--- src/rtl/cpu_settings.svh ---
`ifndef CPU_SETTINGS_SVH
`define CPU_SETTINGS_SVH

// Data and instruction width, fixed by the instruction format
`define CPU_WORD_WIDTH 16

// Architectural registers
`define CPU_REG_COUNT 16

// First fetch address out of reset
`define CPU_RESET_PC 16'd0

`endif
--- src/rtl/cpuIsaPkg.sv ---
`default_nettype none
`include "cpu_settings.svh"

package cpuIsaPkg;

  typedef logic [`CPU_WORD_WIDTH-1:0] word_t;
  typedef logic [$clog2(`CPU_REG_COUNT)-1:0] regIndex_t;

  // Top nibble of an instruction, codes 4'hB..4'hF are undefined
  typedef enum logic [3:0] {
    NOP = 4'h0,
    ADD = 4'h1,
    SUB = 4'h2,
    AND = 4'h3,
    OR  = 4'h4,
    XOR = 4'h5,
    SHL = 4'h6,  // Shift rs by rm[3:0]
    SHR = 4'h7,
    LDI = 4'h8,  // rt <- sign-extended low byte
    LD  = 4'h9,  // rt <- mem[rs]
    ST  = 4'hA   // mem[rs] <- rm
  } opcode_t;

  typedef enum logic [1:0] {
    MEM_NONE  = 2'b00,
    MEM_READ  = 2'b01,
    MEM_WRITE = 2'b10
  } memControl_t;

  // Instruction layout: opcode | rt | rs | rm
  localparam int unsigned opcodeLsb = 12;
  localparam int unsigned rtLsb     = 8;
  localparam int unsigned rsLsb     = 4;
  localparam int unsigned rmLsb     = 0;
  localparam int unsigned immWidth  = 8;  // LDI immediate overlays rs and rm

endpackage

`default_nettype wire

--- src/rtl/cpuPipePkg.sv ---
`default_nettype none

package cpuPipePkg;

  typedef struct packed {
    cpuIsaPkg::opcode_t     opcode;
    cpuIsaPkg::regIndex_t   rs;
    cpuIsaPkg::regIndex_t   rm;
    cpuIsaPkg::regIndex_t   rt;
    logic                   writes;      // Result goes to rt
    cpuIsaPkg::memControl_t memControl;
    cpuIsaPkg::word_t       immediate;   // Already sign-extended
  } decoded_t;

  // Decode to execute
  typedef struct packed {
    logic                   valid;
    cpuIsaPkg::opcode_t     opcode;
    cpuIsaPkg::regIndex_t   rt;
    logic                   writes;
    cpuIsaPkg::memControl_t memControl;
    cpuIsaPkg::word_t       operandS;
    cpuIsaPkg::word_t       operandM;
    cpuIsaPkg::word_t       immediate;
  } exStage_t;

  // Execute to memory/writeback
  typedef struct packed {
    logic                   valid;
    cpuIsaPkg::regIndex_t   rt;
    logic                   writes;
    cpuIsaPkg::memControl_t memControl;
    cpuIsaPkg::word_t       result;     // Also the data address for LD and ST
    cpuIsaPkg::word_t       storeData;
  } meStage_t;

  typedef struct packed {
    logic                 valid;
    cpuIsaPkg::regIndex_t rt;
    cpuIsaPkg::word_t     value;
  } writeback_t;

endpackage

`default_nettype wire

--- src/rtl/cpu.sv ---
`default_nettype none
`include "cpu_settings.svh"

module cpu (
  input  logic                                  clk,
  input  logic                                  rst,
  output cpuIsaPkg::word_t                      Baddr,
  output cpuIsaPkg::word_t                      Aaddr,
  output cpuIsaPkg::word_t                      dataWrite,
  output cpuIsaPkg::memControl_t                MeMemControl,
  input  cpuIsaPkg::word_t                      BmemRead,
  input  cpuIsaPkg::word_t                      AmemRead,
  output cpuPipePkg::writeback_t                wb,
  output cpuIsaPkg::word_t [`CPU_REG_COUNT-1:0] registerValue
);

  cpuIsaPkg::word_t     ir;
  logic                 irValid;
  cpuPipePkg::decoded_t dec;
  cpuIsaPkg::word_t     valueS;
  cpuIsaPkg::word_t     valueM;
  cpuIsaPkg::word_t     operandS;
  cpuIsaPkg::word_t     operandM;
  cpuIsaPkg::word_t     aluResult;
  cpuPipePkg::exStage_t exStage;
  cpuPipePkg::meStage_t meStage;

  fetchStage fetch (
    .clk     (clk),
    .rst     (rst),
    .BmemRead(BmemRead),
    .Baddr   (Baddr),
    .ir      (ir),
    .irValid (irValid)
  );

  instructionDecoder decoder (
    .ir     (ir),
    .irValid(irValid),
    .dec    (dec)
  );

  registerFile regFile (
    .clk          (clk),
    .rst          (rst),
    .readS        (dec.rs),
    .readM        (dec.rm),
    .write        (wb),
    .valueS       (valueS),
    .valueM       (valueM),
    .registerValue(registerValue)
  );

  operandBypass bypassS (
    .source   (dec.rs),
    .fileValue(valueS),
    .exStage  (exStage),
    .exResult (aluResult),
    .meWrite  (wb),
    .operand  (operandS)
  );

  operandBypass bypassM (
    .source   (dec.rm),
    .fileValue(valueM),
    .exStage  (exStage),
    .exResult (aluResult),
    .meWrite  (wb),
    .operand  (operandM)
  );

  alu calculator (
    .exStage(exStage),
    .result (aluResult)
  );

  // Decode to execute
  always_ff @(posedge clk) begin
    if (rst) begin
      exStage.valid      <= 1'b0;
      exStage.writes     <= 1'b0;
      exStage.memControl <= cpuIsaPkg::MEM_NONE;
    end else begin
      exStage.valid      <= irValid;
      exStage.opcode     <= dec.opcode;
      exStage.rt         <= dec.rt;
      exStage.writes     <= dec.writes;
      exStage.memControl <= dec.memControl;
      exStage.operandS   <= operandS;
      exStage.operandM   <= operandM;
      exStage.immediate  <= dec.immediate;
    end
  end

  // Execute to memory/writeback
  always_ff @(posedge clk) begin
    if (rst) begin
      meStage.valid      <= 1'b0;
      meStage.writes     <= 1'b0;
      meStage.memControl <= cpuIsaPkg::MEM_NONE;
    end else begin
      meStage.valid      <= exStage.valid;
      meStage.rt         <= exStage.rt;
      meStage.writes     <= exStage.writes;
      meStage.memControl <= exStage.memControl;
      meStage.result     <= aluResult;
      meStage.storeData  <= exStage.operandM; // rm value for ST
    end
  end

  assign Aaddr        = meStage.result;
  assign dataWrite    = meStage.storeData;
  assign MeMemControl = meStage.memControl; // NOPs carry MEM_NONE

  // Port A answers in the same cycle, so loads write back here
  assign wb.valid = meStage.valid && meStage.writes;
  assign wb.rt    = meStage.rt;
  assign wb.value = (meStage.memControl == cpuIsaPkg::MEM_READ) ? AmemRead : meStage.result;

endmodule

`default_nettype wire

--- src/rtl/alu.sv ---
`default_nettype none
`include "cpu_settings.svh"

module alu (
  input  cpuPipePkg::exStage_t exStage,
  output cpuIsaPkg::word_t     result
);

  logic [$clog2(`CPU_WORD_WIDTH)-1:0] shiftAmount;

  assign shiftAmount = exStage.operandM[$clog2(`CPU_WORD_WIDTH)-1:0]; // Low bits of rm

  always_comb begin
    case (exStage.opcode)
      cpuIsaPkg::ADD: begin
        result = exStage.operandS + exStage.operandM;
      end
      cpuIsaPkg::SUB: begin
        result = exStage.operandS - exStage.operandM;
      end
      cpuIsaPkg::AND: begin
        result = exStage.operandS & exStage.operandM;
      end
      cpuIsaPkg::OR: begin
        result = exStage.operandS | exStage.operandM;
      end
      cpuIsaPkg::XOR: begin
        result = exStage.operandS ^ exStage.operandM;
      end
      cpuIsaPkg::SHL: begin
        result = exStage.operandS << shiftAmount;
      end
      cpuIsaPkg::SHR: begin
        result = exStage.operandS >> shiftAmount; // Logical, zero fill
      end
      cpuIsaPkg::LDI: begin
        result = exStage.immediate;
      end
      cpuIsaPkg::LD, cpuIsaPkg::ST: begin
        result = exStage.operandS;  // Data address
      end
      default: begin
        result = '0;
      end
    endcase
  end

endmodule

`default_nettype wire

--- src/rtl/operandBypass.sv ---
`default_nettype none

module operandBypass (
  input  cpuIsaPkg::regIndex_t   source,
  input  cpuIsaPkg::word_t       fileValue,
  input  cpuPipePkg::exStage_t   exStage,
  input  cpuIsaPkg::word_t       exResult,
  input  cpuPipePkg::writeback_t meWrite,
  output cpuIsaPkg::word_t       operand
);

  logic exHit;
  logic meHit;

  // Load data does not exist yet in execute, so that stage is skipped
  assign exHit = exStage.valid && exStage.writes && (exStage.rt == source)
                 && (exStage.memControl != cpuIsaPkg::MEM_READ);
  assign meHit = meWrite.valid && (meWrite.rt == source);

  always_comb begin
    if (exHit) begin
      operand = exResult;       // Youngest producer wins
    end else if (meHit) begin
      operand = meWrite.value;
    end else begin
      operand = fileValue;
    end
  end

  // Load followed directly by a reader of its target breaks the program rule
  loadUseGap: assert final (
    exStage.valid !== 1'b1 || exStage.memControl != cpuIsaPkg::MEM_READ
    || exStage.rt != source
  ) else $error("Load result used by the next instruction, r%0d", source);

endmodule

`default_nettype wire

--- src/rtl/registerFile.sv ---
`default_nettype none
`include "cpu_settings.svh"

module registerFile (
  input  logic                                  clk,
  input  logic                                  rst,
  input  cpuIsaPkg::regIndex_t                  readS,
  input  cpuIsaPkg::regIndex_t                  readM,
  input  cpuPipePkg::writeback_t                write,
  output cpuIsaPkg::word_t                      valueS,
  output cpuIsaPkg::word_t                      valueM,
  output cpuIsaPkg::word_t [`CPU_REG_COUNT-1:0] registerValue
);

  cpuIsaPkg::word_t [`CPU_REG_COUNT-1:0] regs;

  // Reads see the old value during a write; the bypass covers that case
  assign valueS = regs[readS];
  assign valueM = regs[readM];

  assign registerValue = regs; // Whole file for inspection

  always_ff @(posedge clk) begin
    if (rst) begin
      regs <= '0;
    end else if (write.valid) begin
      regs[write.rt] <= write.value;
    end
  end

  // An X index would corrupt an unknown register
  writeIndexKnown: assert property (
    @(posedge clk) disable iff (rst) write.valid |-> !$isunknown(write.rt)
  ) else $error("Register write with unknown index");

endmodule

`default_nettype wire

--- src/rtl/instructionDecoder.sv ---
`default_nettype none
`include "cpu_settings.svh"

module instructionDecoder (
  input  cpuIsaPkg::word_t     ir,
  input  logic                 irValid,
  output cpuPipePkg::decoded_t dec
);

  cpuIsaPkg::opcode_t opField;
  cpuIsaPkg::word_t   immExt;

  // Out-of-range codes land on the default branch below
  assign opField = cpuIsaPkg::opcode_t'(ir[cpuIsaPkg::opcodeLsb +: $bits(cpuIsaPkg::opcode_t)]);

  assign immExt = {{(`CPU_WORD_WIDTH - cpuIsaPkg::immWidth){ir[cpuIsaPkg::immWidth-1]}},
                   ir[cpuIsaPkg::immWidth-1:0]};

  always_comb begin
    dec = '0; // NOP, MEM_NONE, no register write
    if (irValid) begin
      // Unread source fields are passed through raw from the word
      dec.rt        = ir[cpuIsaPkg::rtLsb +: $bits(cpuIsaPkg::regIndex_t)];
      dec.rs        = ir[cpuIsaPkg::rsLsb +: $bits(cpuIsaPkg::regIndex_t)];
      dec.rm        = ir[cpuIsaPkg::rmLsb +: $bits(cpuIsaPkg::regIndex_t)];
      dec.immediate = immExt;

      case (opField)
        cpuIsaPkg::ADD, cpuIsaPkg::SUB, cpuIsaPkg::AND, cpuIsaPkg::OR,
        cpuIsaPkg::XOR, cpuIsaPkg::SHL, cpuIsaPkg::SHR, cpuIsaPkg::LDI: begin
          dec.opcode = opField;
          dec.writes = 1'b1;
        end
        cpuIsaPkg::LD: begin
          dec.opcode     = opField;
          dec.writes     = 1'b1;
          dec.memControl = cpuIsaPkg::MEM_READ;
        end
        cpuIsaPkg::ST: begin
          dec.opcode     = opField;
          dec.memControl = cpuIsaPkg::MEM_WRITE; // Stores write no register
        end
        default: begin
          dec.opcode = cpuIsaPkg::NOP;   // NOP and undefined codes
        end
      endcase
    end
  end

endmodule

`default_nettype wire

--- src/rtl/fetchStage.sv ---
`default_nettype none
`include "cpu_settings.svh"

module fetchStage (
  input  logic             clk,
  input  logic             rst,
  input  cpuIsaPkg::word_t BmemRead,
  output cpuIsaPkg::word_t Baddr,
  output cpuIsaPkg::word_t ir,
  output logic             irValid
);

  cpuIsaPkg::word_t pc;
  cpuIsaPkg::word_t nextPC;

  assign nextPC = pc + 1'b1; // The PC only counts up
  assign Baddr  = pc;

  always_ff @(posedge clk) begin
    if (rst) begin
      pc      <= `CPU_RESET_PC;
      irValid <= 1'b0;
    end else begin
      pc      <= nextPC;
      irValid <= 1'b1;       // Word at the PC is always usable a cycle later
    end
  end

  // Port B answers in the same cycle
  always_ff @(posedge clk) begin
    ir <= BmemRead;
  end

  // An X instruction would turn every decoded control bit unknown
  irKnown: assert property (
    @(posedge clk) disable iff (rst) irValid |-> !$isunknown(ir)
  ) else $error("Fetched instruction is unknown");

endmodule

`default_nettype wire

--- config.mk ---
export PLATFORM = sky130hd
export DESIGN_NAME = cpu
export DESIGN_NICKNAME = d
export VERILOG_FILES = /design/src/rtl/cpuIsaPkg.sv /design/src/rtl/cpuPipePkg.sv /design/src/rtl/cpu.sv /design/src/rtl/alu.sv /design/src/rtl/operandBypass.sv /design/src/rtl/registerFile.sv /design/src/rtl/instructionDecoder.sv /design/src/rtl/fetchStage.sv
export VERILOG_INCLUDE_DIRS = /design/src /design/src/rtl
export SDC_FILE = /design/constraint.sdc
export NUM_CORES = 1
export LEC_CHECK = 0
export BUFFER_PORTS_ARGS = -buffer_cell sky130_fd_sc_hd__buf_2
export CORE_UTILIZATION = 30
export DETAILED_ROUTE_END_ITERATION = 8
export PLACE_DENSITY = 0.56
export SLEW_MARGIN = 20
export SYNTH_ARGS = -nofsm -noshare
export SYNTH_HDL_FRONTEND = slang
export SYNTH_SLANG_ARGS = --single-unit
--- constraint.sdc ---
create_clock -name clk -period 5.27 [get_ports clk]
set_input_delay 1.581 -clock clk [delete_from_list [all_inputs] [get_ports clk]]
set_output_delay 1.581 -clock clk [all_outputs]
set_load 0.05 [all_outputs]
# ---- Word-level counts from Yosys, hierarchy flattened
# Cells that the tools add are included.
dict set report word_totals {
  input_bits 34
  elab_cells 103
  register_bits 381
}
dict set report op_classes {
  eq_ne 26
  bitwise_logic 4
  mux 17
  magnitude_cmp 4
  n_reduce_logical 14
  n_addsub 3
  shift 2
}
# op n
set op_table {}
lappend op_table {{bitwise mux 256 bit} 1}
lappend op_table {{one-hot mux 16 bit (9 select lines)} 1}
lappend op_table {{binary-select mux 16 bit (select 4 bit)} 2}
lappend op_table {{two-way mux 16 bit} 8}
lappend op_table {{demux 16 bit (select 4 bit)} 1}
lappend op_table {{equality test 4 x 3 -> 1 bit, second input constant} 8}
lappend op_table {{two-way mux 31 bit} 1}
lappend op_table {{equality test 4 bit, second input constant} 6}
lappend op_table {{adder 16 x 1 -> 16 bit, second input constant} 1}
lappend op_table {{adder 16 bit} 1}
lappend op_table {{AND 16 bit} 1}
lappend op_table {{equality test 4 x 2 -> 1 bit, second input constant} 4}
lappend op_table {{equality test 4 bit} 4}
lappend op_table {{bitwise OR 16 bit} 1}
lappend op_table {{<< shifter 16 x 4 -> 16 bit} 1}
lappend op_table {{>> shifter 16 x 4 -> 16 bit} 1}
lappend op_table {{subtractor 16 bit} 1}
lappend op_table {{bitwise XOR 16 bit} 1}
lappend op_table {{less-than comparator 4 x 5 -> 1 bit, second input constant} 3}
lappend op_table {{OR reduction 10 bit} 1}
lappend op_table {{logical AND 1 bit} 9}
lappend op_table {{OR reduction 9 bit} 1}
lappend op_table {{equality test 4 x 1 -> 1 bit, second input constant} 2}
lappend op_table {{>= comparator 4 x 1 -> 1 bit, second input constant} 1}
lappend op_table {{7 further kinds} 9}

# ---- Logic depth before layout (Yosys ltp)
dict set report depth {
  depth_word 8
  mapped_depth 18
  depth_no_buf 14
}

# ---- Modules after synthesis
# Synthesis repeated with hierarchy kept, for this count alone.
dict set report unflattened {
  cells_unflattened 2488
  hier_area_um2 23602.6
}
# mod cells_each n_inst area_per_inst_um2
set modules_own_cells {}
lappend modules_own_cells {registerFile 1484 1 13769.5}
lappend modules_own_cells {alu 519 1 3711.1}
lappend modules_own_cells {cpu 167 1 3530.9}
lappend modules_own_cells {operandBypass 90 2 635.6}
lappend modules_own_cells {fetchStage 98 1 1046.0}
lappend modules_own_cells {instructionDecoder 40 1 274.0}

# ---- Worst setup path after synthesis
# OpenSTA, ideal clock, no wires.
dict set report synth_path {
  kind {input -> output}
  start {input AmemRead[10]}
  end {output wb[10] in the netlist's numbering}
  slack_ps 1067
  arrival_ps 2622
  cell_stages 3
  required_ps 3689
  cell_sequence {mux2i_1 > clkbuf_1 > inv_1}
}
# element line
set synth_rtl {}
lappend synth_rtl {{from (decl)} cpu.sv:12} ;# input cpuIsaPkg::word_t AmemRead,
lappend synth_rtl {{to (decl)} cpu.sv:13} ;# output cpuPipePkg::writeback_t wb,

==> metrics.txt <==
# TYPE chip_impl_metric gauge
chip_impl_info{name="run_status",value="complete, no violations"} 1
chip_impl_metric{name="power.ir.vdd_worst",unit="mV"} 0.229
chip_impl_info{name="startpoint",value="MeMemControl[0]$_SDFF_PP0_"} 1
chip_impl_metric{name="cpPeakStageDelay",unit="ns"} 0.66
chip_impl_metric{name="io-pin-count",unit=""} 361
chip_impl_metric{name="worstPathBufferInverterCount",unit=""} 4
chip_impl_metric{name="routed_wirelength",unit="um"} 103000
chip_impl_metric{name="drc",unit=""} 0
chip_impl_metric{name="clk_pin_slew_worst_paths",unit="ns"} 0.06
chip_impl_metric{name="grtUsageTotal",unit="%"} 26.7
chip_impl_info{name="slowest_cp_cell",value="sky130_fd_sc_hd__nor2b_4"} 1
chip_impl_metric{name="crit_fanout",unit=""} 18
chip_impl_metric{name="power_leakage",unit="uW"} 0.0102
chip_impl_metric{name="postSynthRegisterBits",unit=""} 381
chip_impl_info{name="synthTopCellsByArea",value="sky130_fd_sc_hd__dfxtp_1 27%, sky130_fd_sc_hd__edfxtp_1 11%, sky130_fd_sc_hd__a211oi_1 10%, sky130_fd_sc_hd__nor2_1 6.1%, sky130_fd_sc_hd__mux2_2 4.5%"} 1
chip_impl_info{name="cts-root-buf",value="sky130_fd_sc_hd__clkbuf_16"} 1
chip_impl_metric{name="globalRouteOverflowTotal",unit=""} 0
chip_impl_metric{name="firstDrtPassIters",unit=""} 7
chip_impl_metric{name="period_share",unit="%"} 85.5
chip_impl_metric{name="timing.critical_path.required",unit="ns"} 3.69
chip_impl_metric{name="postSynth.asyncResetShare",unit="%"} 0
chip_impl_metric{name="clock_sinks",unit=""} 381
chip_impl_metric{name="num_vias",unit=""} 21378
chip_impl_metric{name="syn_inst",unit=""} 2443
chip_impl_info{name="netlist.top_cell.by_area",value="sky130_fd_sc_hd__dfxtp_1"} 1
chip_impl_metric{name="synth.net_count",unit=""} 2528
chip_impl_metric{name="power_density",unit="nW/um2"} 304
chip_impl_metric{name="floorplan_core_area",unit="um2"} 72000
chip_impl_metric{name="seq_area_frac_synth",unit="%"} 38.5
chip_impl_metric{name="finalPower",unit="uW"} 7950
chip_impl_metric{name="antenna_violations_before_repair",unit=""} 3
chip_impl_metric{name="yosysWarningCount",unit=""} 0
chip_impl_info{name="netlist_top_cells_count",value="359 x sky130_fd_sc_hd__nor2_1, 298 x sky130_fd_sc_hd__a211oi_1, 297 x sky130_fd_sc_hd__dfxtp_1, 140 x sky130_fd_sc_hd__a21oi_1, 132 x sky130_fd_sc_hd__clkbuf_1"} 1
chip_impl_metric{name="cts_hold_repair.buffers",unit=""} 0
chip_impl_metric{name="layout.nets",unit=""} 2751
chip_impl_metric{name="grt_max_degree",unit=""} 127
chip_impl_metric{name="insertion_delay_of_the_later_clocked_pin_in_the_worst_skew_pair",unit="ns"} 0.61
chip_impl_metric{name="post_route_cells_drive_above_1_share",unit="%"} 25.5
chip_impl_metric{name="synth_largest_type_area_fraction",unit="%"} 27.1
chip_impl_metric{name="postRouteAntennaNets",unit=""} 0
chip_impl_metric{name="vias_per_cell",unit=""} 5.85
chip_impl_metric{name="placed_cells_incl_taps",unit=""} 3570
chip_impl_info{name="cp_top_delay_family",value="buffers and inverters"} 1
chip_impl_metric{name="cts_setup_buffers",unit=""} 0
chip_impl_metric{name="rows",unit=""} 98
chip_impl_info{name="r2r_start",value="exStage[19]$_DFFE_PN_"} 1
chip_impl_metric{name="syn_area",unit="um2"} 22000
chip_impl_metric{name="syn_to_final_growth",unit="%"} 18.9
chip_impl_metric{name="achievable-frequency",unit="MHz"} 222
chip_impl_info{name="synth_top_flop_cell",value="sky130_fd_sc_hd__dfxtp_1"} 1
chip_impl_metric{name="cp.arrival",unit="ns"} 2.93
chip_impl_metric{name="post_drt_wl_per_cell",unit="um"} 28.2
chip_impl_metric{name="worst_slew_margin_rel",unit="%"} 26.7
chip_impl_metric{name="number_of_enable_type_register_cells_in_the_synthesized_netlist",unit=""} 84
chip_impl_metric{name="iter_0_drt_violations",unit=""} 2860
chip_impl_metric{name="max_cap_viol_count",unit=""} 0
chip_impl_metric{name="setup-tns-final",unit="ns"} 0
chip_impl_info{name="hold_path_startpoint",value="exStage[48]$_SDFF_PP0_"} 1
chip_impl_info{name="timing_worst_setup_path_type",value="register to output pin"} 1
chip_impl_info{name="critical_path.most_common_cell",value="sky130_fd_sc_hd__buf_4"} 1
chip_impl_metric{name="syn-mean-instance-area",unit="um2"} 9.00
chip_impl_metric{name="stdcell_count",unit=""} 3652
chip_impl_metric{name="finalWeightedCongestion",unit=""} 1.01
chip_impl_metric{name="unique_masters_post_synth",unit=""} 78
chip_impl_metric{name="worst-slew-pin-transition",unit="ns"} 1.10
chip_impl_metric{name="die_height",unit="um"} 273
chip_impl_metric{name="floorplan.die_area",unit="um2"} 74300
chip_impl_metric{name="chipWidth",unit="um"} 273
chip_impl_metric{name="buffer_depth_of_the_longest_clock_path",unit=""} 3
chip_impl_metric{name="tritoncts.num_buffers",unit=""} 44
chip_impl_info{name="tritoncts",value="built"} 1
chip_impl_info{name="yosysMostFrequentCell",value="sky130_fd_sc_hd__nor2_1"} 1
chip_impl_metric{name="grt_pass1_vias",unit=""} 19510
chip_impl_info{name="worst_hold_path_type",value="register to register"} 1
chip_impl_metric{name="min_period",unit="ns"} 4.51
chip_impl_info{name="worstSetupStartpointType",value="register"} 1
chip_impl_info{name="cells_along_the_critical_path",value="nor2b_4 -> buf_4 -> mux2i_4 -> buf_4 -> inv_1 -> buf_2"} 1
chip_impl_metric{name="place.detailed.hpwl",unit="um"} 75800
chip_impl_metric{name="finalClockSkew",unit="ns"} 0.0364
chip_impl_metric{name="finalHoldViolCount",unit=""} 0
chip_impl_metric{name="portBuffers",unit=""} 360
chip_impl_metric{name="initial_core_util",unit="%"} 30.5
chip_impl_metric{name="maxSlewViolCount",unit=""} 0
chip_impl_info{name="rsz_0062_raised_after_global_routing",value="no"} 1
chip_impl_metric{name="grt_pass1_wl",unit="um"} 145000
chip_impl_metric{name="postCtsResizedCells",unit=""} 0
chip_impl_info{name="crit_path_end_kind",value="output pin"} 1
chip_impl_metric{name="timing.final.setup_violations",unit=""} 0
chip_impl_metric{name="number_of_h_tree_branching_levels",unit=""} 2
## worst paths after layout
check	end	slack (ns)	depth (start not counted)
setup reg to reg	exStage[46]$_DFFE_PN_	1.15	15
hold reg to reg	MeMemControl[0]$_SDFF_PP0_	0.44	2
setup / recovery	wb[7]	0.76	6
hold / removal	MeMemControl[0]$_SDFF_PP0_	0.44	2
## stage by stage
| stage | hold WS (ns) | area (um2) | util, % | worst slack (ns) |
|---|---|---|---|---|
| after CTS | 0.449 | 26100 | 36.3 | 0.713 |
| after floorplan | 0.416 | 22000 | - | 1.07 |
| after global placement | 0.440 | 24600 | 34.1 | 1.01 |
| after global routing | 0.472 | 26100 | 36.3 | 0.657 |
| after detailed placement | 0.439 | 24600 | 34.1 | 1.04 |
| final | 0.439 | 26100 | 36.3 | 0.763 |
## cells in the final DEF, fill, tap and decap left out, drive strengths merged, types with 16 or more instances in the layout
cell type and instances:
a21oi 140, a211oi 298, clkinv 16, mux4 35, nand2 118, nand3 26
inv 80, ha 50, a22o 20, mux2 90, a221o 26, nor3 29
a221oi 23, o211ai 19, mux2i 73, nor2b 28, a211o 19, dfxtp 297
a22oi 48, nor2 360, buf 438, o21ai 110, edfxtp 84, clkbuf 54
xnor2 33
## metal layers
metal,wire [um],vias up,GRT usage (%)
met5,10,-,0
met4,5510,2,12.8
met3,10600,225,6.08
met2,44300,1261,39.7
met1,42800,10387,36.3
li1,-,9503,-
## sequential cells by signal, summed over array words and instances (netlist names)
signal	count
regFile.registerValue	256
exStage	52
Aaddr	16
dataWrite	16
fetch.Baddr	16
fetch.ir	16
wb	4
MeMemControl	2
meStage	2
fetch.irValid	1
## logic make-up (layout without fill, tap and decap cells)
group           after synthesis  count (layout)  synth area share [%]
other cells                   0               1                     0
xor+xnor                     47              47                  1.87
fa+ha+maj                    51              51                  2.94
compound gates              784             784                  24.9
flops                       381             381                  38.5
simple gates                643             643                  12.9
buf+inv                     339             597                  7.32
mux                         198             198                  11.5
## worst min-delay path, stage by stage, from the launching register on
cell	delay, ns
sky130_fd_sc_hd__dfxtp_1	0.29
sky130_fd_sc_hd__inv_1	0.06
sky130_fd_sc_hd__nor2_1	0.04
## power by group
part	total (uW)	internal, uW	leakage (uW)	switching [uW]
clock network	3340	1950	0.000758	1390
logic	1420	395	0.00619	1030
registers	3180	3060	0.00326	118
total	7950	5410	0.0102	2540
## cell type report
class	instances	area (um2)
diodes	1	2.50
multi-input cells	1723	12200
flip-flops and latches	381	8480
well taps	950	1190
inverters	77	294
clock inverters	28	398
clock buffers	53	1170
fillers	7365	45800
repair buffers	439	2430
Power figures use the tool's default switching activity.
